`config.mk`:
```
export PLATFORM = sky130hd
export DESIGN_NAME = icacheCtrl
export DESIGN_NICKNAME = d
export VERILOG_FILES = /design/src/icachePkg.sv /design/src/icacheCtrl.sv
export SDC_FILE = /design/constraint.sdc
export NUM_CORES = 1
export LEC_CHECK = 0
export ABC_AREA = 1
export BUFFER_PORTS_ARGS = -buffer_cell sky130_fd_sc_hd__buf_4
export CORE_AREA = 2 2 215 217
export CTS_BUF_LIST = sky130_fd_sc_hd__clkbuf_8
export DETAILED_ROUTE_END_ITERATION = 10
export DIE_AREA = 0 0 217 219
export PLACE_DENSITY = 0.5
export SYNTH_ARGS = -nofsm -noshare
export SYNTH_HDL_FRONTEND = slang
export SYNTH_SLANG_ARGS = --single-unit
```
`constraint.sdc`:
```
create_clock -name clk -period 14.35 [get_ports clk]
set_clock_uncertainty 0.15 [all_clocks]
set_input_delay 0.7175 -clock clk [delete_from_list [all_inputs] [get_ports clk]]
set_output_delay 0.7175 -clock clk [all_outputs]
set_load 0.05 [all_outputs]
```
`src/icachePkg.sv`:
```
/* Cache geometry and controller state encoding shared by the instruction cache RTL.
   Import into a module header wherever a width or the state type is needed. */
package icachePkg;

    // fetch side
    localparam int ADDR_W       = 32;
    localparam int WORD_W       = 32;

    // block layout
    localparam int BLOCK_WORDS  = 4;
    localparam int BLOCK_BITS   = BLOCK_WORDS * WORD_W;
    localparam int OFFSET_W     = 4;
    localparam int WORD_SEL_W   = $clog2(BLOCK_WORDS);

    // organisation of the array
    localparam int WAYS         = 4;
    localparam int SETS         = 16;
    localparam int INDEX_W      = $clog2(SETS);

    // address split: tag | index | byte offset
    localparam int TAG_W        = ADDR_W - INDEX_W - OFFSET_W;
    localparam int BLOCK_ADDR_W = TAG_W + INDEX_W;

    // hit and miss counters wrap around
    localparam int CNT_W        = 16;

    // controller states
    // stMemWait holds memReq until the block comes back,
    // stFill spends exactly one cycle writing it into the array
    typedef enum logic [1:0] {
        stIdle    = 2'd0,
        stMemWait = 2'd1,
        stFill    = 2'd2
    } ctrlState;

endpackage

```
`src/icacheCtrl.sv`:
```
/* Miss handling FSM in front of the array: serves hits in the same cycle,
   fetches a missing block from memory, refills it and counts hits and misses. */
module icacheCtrl import icachePkg::*; (
    input  logic                    clk,
    input  logic                    rst,
    input  logic                    fetchReq,
    input  logic [ADDR_W-1:0]       fetchAddr,
    input  logic                    hit,
    input  logic [BLOCK_BITS-1:0]   dataOut,
    input  logic                    memValid,
    input  logic [BLOCK_BITS-1:0]   memData,
    output logic                    fetchValid,
    output logic [WORD_W-1:0]       fetchData,
    output logic                    ren,
    output logic                    memWen,
    output logic [BLOCK_ADDR_W-1:0] blockAddr,
    output logic [BLOCK_BITS-1:0]   dataIn,
    output logic                    memReq,
    output logic [BLOCK_ADDR_W-1:0] memAddr,
    output logic [CNT_W-1:0]        hitCount,
    output logic [CNT_W-1:0]        missCount
);

    ctrlState state;
    ctrlState stateNext;

    logic [BLOCK_ADDR_W-1:0] reqBlock;
    logic [BLOCK_ADDR_W-1:0] missAddr;
    logic [BLOCK_BITS-1:0]   fillData;
    logic [WORD_SEL_W-1:0]   wordSel;
    logic                    lookup;
    logic                    missStart;

    assign reqBlock = fetchAddr[ADDR_W-1:OFFSET_W];
    assign wordSel  = fetchAddr[OFFSET_W-1:OFFSET_W-WORD_SEL_W];

    // array is only read while idle with a fetch pending
    assign lookup    = (state == stIdle) && fetchReq;
    assign missStart = lookup && !hit;

    assign ren        = lookup;
    assign fetchValid = lookup && hit;
    assign fetchData  = dataOut[wordSel*WORD_W +: WORD_W];

    // idle looks up the live address, otherwise the latched miss block
    assign blockAddr = (state == stIdle) ? reqBlock : missAddr;
    assign memAddr   = missAddr;
    assign dataIn    = fillData;

    assign memReq = (state == stMemWait);
    assign memWen = (state == stFill);

    always_comb begin
        stateNext = state;
        case (state)
            stIdle: begin
                if (missStart) begin
                    stateNext = stMemWait;
                end
            end
            stMemWait: begin
                // memory latency is not fixed, wait for the strobe
                if (memValid) begin
                    stateNext = stFill;
                end
            end
            stFill: begin
                stateNext = stIdle;
            end
            default: begin
                stateNext = stIdle;
            end
        endcase
    end

    always_ff @(posedge clk or negedge rst) begin
        if (!rst) begin
            state <= stIdle;
        end else begin
            state <= stateNext;
        end
    end

    // block address and returned line
    always_ff @(posedge clk) begin
        if (missStart) begin
            missAddr <= reqBlock;
        end
        if (memReq && memValid) begin
            fillData <= memData;
        end
    end

    // completing fetch after a refill counts as a hit here
    always_ff @(posedge clk or negedge rst) begin
        if (!rst) begin
            hitCount  <= '0;
            missCount <= '0;
        end else begin
            if (fetchValid) begin
                hitCount <= hitCount + 1'b1;
            end
            if (missStart) begin
                missCount <= missCount + 1'b1;
            end
        end
    end

endmodule

```
==> qor.txt <==
combinational share of power: 31.5%
wire per inst: 18.0 um
DR pass1 iterations: 5
ys flop type: edfxtp_1
crit share post-route: 24.9%
count of final setup violators: 0
Via density: 3.91
Yosys reg bits: 190
gr usage total: 13.1%
LEAKAGE: 0.00573 uW
worst reg2reg path depth: 4
Hold EP: dataIn[81]$_DFFE_PP_
fin nets: 1494
H-tree Lvls: 4
Syn Nets: 954
CP arrival: 2.70 ns
initial detailed-routing violation count: 545
Avg Inst Size Synth: 11.7 um2
clock sink total: 190
Core Rows: 78
internal power: 959 uW
number of max-cap violations: 0
max_slew headroom: 34.6%
Clk Latency, worst-skew pair: 0.54 ns
pin count of the biggest net entering global routing: 75
P_sw: 590 uW
DRC: 0
Tmin final: 3.57 ns
Ys Warns: 0
Mapped Cells: 659
Pins Over Slew Limit: 0
WHS: 0.191 ns
CP max FO: 32
CORE AREA: 45100 um2
post-DP HPWL: 25900 um
RSZ-0062 raised after global routing: no
placed instance area: 12400 um2
remaining global-route overflow: 0
DIE HEIGHT: 219 um
Post-synth EDFFs: 156
R2R Path Start: state[1]$_DFFE_PN0P_
synthesized area: 7690 um2
vias in the first global route: 6801
Reg clk slew, reported paths: 0.11 ns
peak supply drop: 0.0000747 V
post-synthesis sequential area ratio: 72.0%
Hold Path Class: in2reg
endpoints failing hold: 0
reg2reg end: memAddr[17]$_DFFE_PP_
final setup TNS: 0 ns
post-CTS setup buffers: 0
final WL: 32600 um
fraction of registers with async set/reset: 17.9%
Clk pwr share: 25.3%
final design instance area without fill: 12900 um2
max frequency: 280 MHz
die width: 217 um
status: finished clean
Max Root-Sink Buffers: 2
Flop pwr share: 43.2%
min-delay src: memData[81]
layout cells sized above 1: 48.5%
Initial Util: 17.1%
initial antenna violation count: 4
TritonCTS clock tree: built
startpoint types: flop
CP required: 13.48 ns
Switching Fraction: 38.1%
GPL Wtd Cong: 0.907
actual slew at the worst max-slew pin: 0.981 ns
critical path class: reg2out
final antenna-violating net count: 0
via count: 7094
io pins: 545
WHS Path Cells: 1
Worst R2R Setup Slack: 11.80 ns
CTS root buf: clkbuf_8
first-pass GRT wire length: 45000 um
Worst Setup End Kind: output port
pwr dens: 120 nW/um2
P&R area growth vs syn: 67.5%
Port Buf Inserts: 542
total CTS buffers: 17
full die area: 47500 um2
synth unique cells: 25
-- per-stage QoR --
stage	std cells	setup WS [ns]	util, %	total power, uW
after floorplan	659	4.03	-	976
after global placement	1779	10.96	27.6	1170
after CTS	1812	10.64	28.6	1580
final	1814	10.78	28.6	1550
after global routing	1814	10.53	28.6	1620
after detailed placement	1779	10.89	27.6	1170
-- timing repair --
action / CTS / global route
hold buffers: 1 / 0
gates resized for setup: 0 / 0
hold endpoints to repair: 34 / 0
-- cell families after synthesis --
logic type	count (synthesis)	synth area share, %
simple gates	290	15.7
flops	190	72.0
compound gates	96	6.77
buf+inv	64	3.32
xor+xnor	17	1.94
fa+ha+maj	2	0.325
-- sequential cells by signal, summed over array words and instances, names as in the netlist --
name and flops:
missCount 16, hitCount 16, memAddr 28, state 2, dataIn 128
-- power groups by stage --
| stage | clock network (uW) | logic (uW) | registers, uW |
|---|---|---|---|
| 4_1_cts | 418 | 492 | 669 |
| 3_5_place_dp | 0 | 492 | 682 |
| 3_3_place_gp | 0 | 489 | 681 |
| 2_1_floorplan | 0 | 166 | 810 |
| 6_report | 391 | 488 | 669 |
| 5_1_grt | 434 | 513 | 674 |
-- worst max-delay path, cell delays in order, from the launching register on --
cell and delay (ns):
dfrtp_1 0.46, nor2_4 0.68, nand3_2 0.48, inv_2 0.28
buf_4 0.24
-- area by class of cell --
class | instances | area (um2)
timing repair buffer | 546 | 4100
multi-input combinational | 405 | 1910
tap | 600 | 751
sequential | 190 | 5540
clock buffer | 17 | 234
clock inverter | 15 | 201
inverter | 39 | 146
antenna | 2 | 5.00
fill | 4747 | 32200
-- cells in the mapped netlist, types with 2 or more instances --
cell / n / area (um2)
nand2_1: 159 / 597
edfxtp_1: 156 / 4680
nor2_1: 90 / 338
o21ai_0: 60 / 300
inv_1: 36 / 135
dfrtp_1: 34 / 851
o22ai_1: 32 / 200
clkbuf_1: 18 / 67.6
nand3_1: 16 / 80.1
xor2_1: 11 / 96.3
nand4_1: 10 / 62.6
buf_2: 6 / 30.0
xnor2_1: 6 / 52.6
nor3_1: 5 / 25.0
o21ai_1: 4 / 20.0
inv_2: 3 / 11.3
nor2_4: 3 / 33.8
ha_1: 2 / 25.0
nor2_2: 2 / 12.5
-- worst max-delay path by stage --
stage,endpoint,depth (start not counted),slack [ns],from
2_1_floorplan,dataIn[0]$_DFFE_PP_,2,4.03,memValid
3_3_place_gp,fetchData[8],5,10.96,fetchAddr[2]
3_5_place_dp,fetchData[8],5,10.89,fetchAddr[2]
4_1_cts,fetchValid,4,10.64,state[1]$_DFFE_PN0P_
5_1_grt,fetchValid,4,10.53,state[1]$_DFFE_PN0P_
6_report,fetchValid,4,10.78,state[1]$_DFFE_PN0P_
-- layout by cell type, fill, tap and decap left out, types with 4 or more instances in the layout --
| cell | netlist | final |
|---|---|---|
| xnor2_1 | 6 | 6 |
| nor3_1 | 5 | 4 |
| xor2_1 | 11 | 11 |
| nand2_1 | 159 | 159 |
| dfrtp_1 | 34 | 34 |
| o21ai_0 | 60 | 60 |
| nand3_1 | 16 | 16 |
| clkinv_4 | 0 | 5 |
| clkbuf_8 | 0 | 17 |
| o21ai_1 | 4 | 4 |
| o22ai_1 | 32 | 32 |
| nor2_1 | 90 | 90 |
| edfxtp_1 | 156 | 156 |
| nand4_1 | 10 | 10 |
| buf_4 | 0 | 545 |
| inv_1 | 36 | 36 |
| inv_8 | 0 | 4 |
-- layer usage --
layer / track usage (%) / up-vias / share of wire (%)
met1: 15.5 / 3361 / 40
met5: 0 / - / 0.092
met2: 21.6 / 335 / 50
li1: - / 3359 / -
met3: 4.95 / 35 / 8.7
met4: 5.14 / 4 / 1.7
Power figures use the tool's default switching activity.
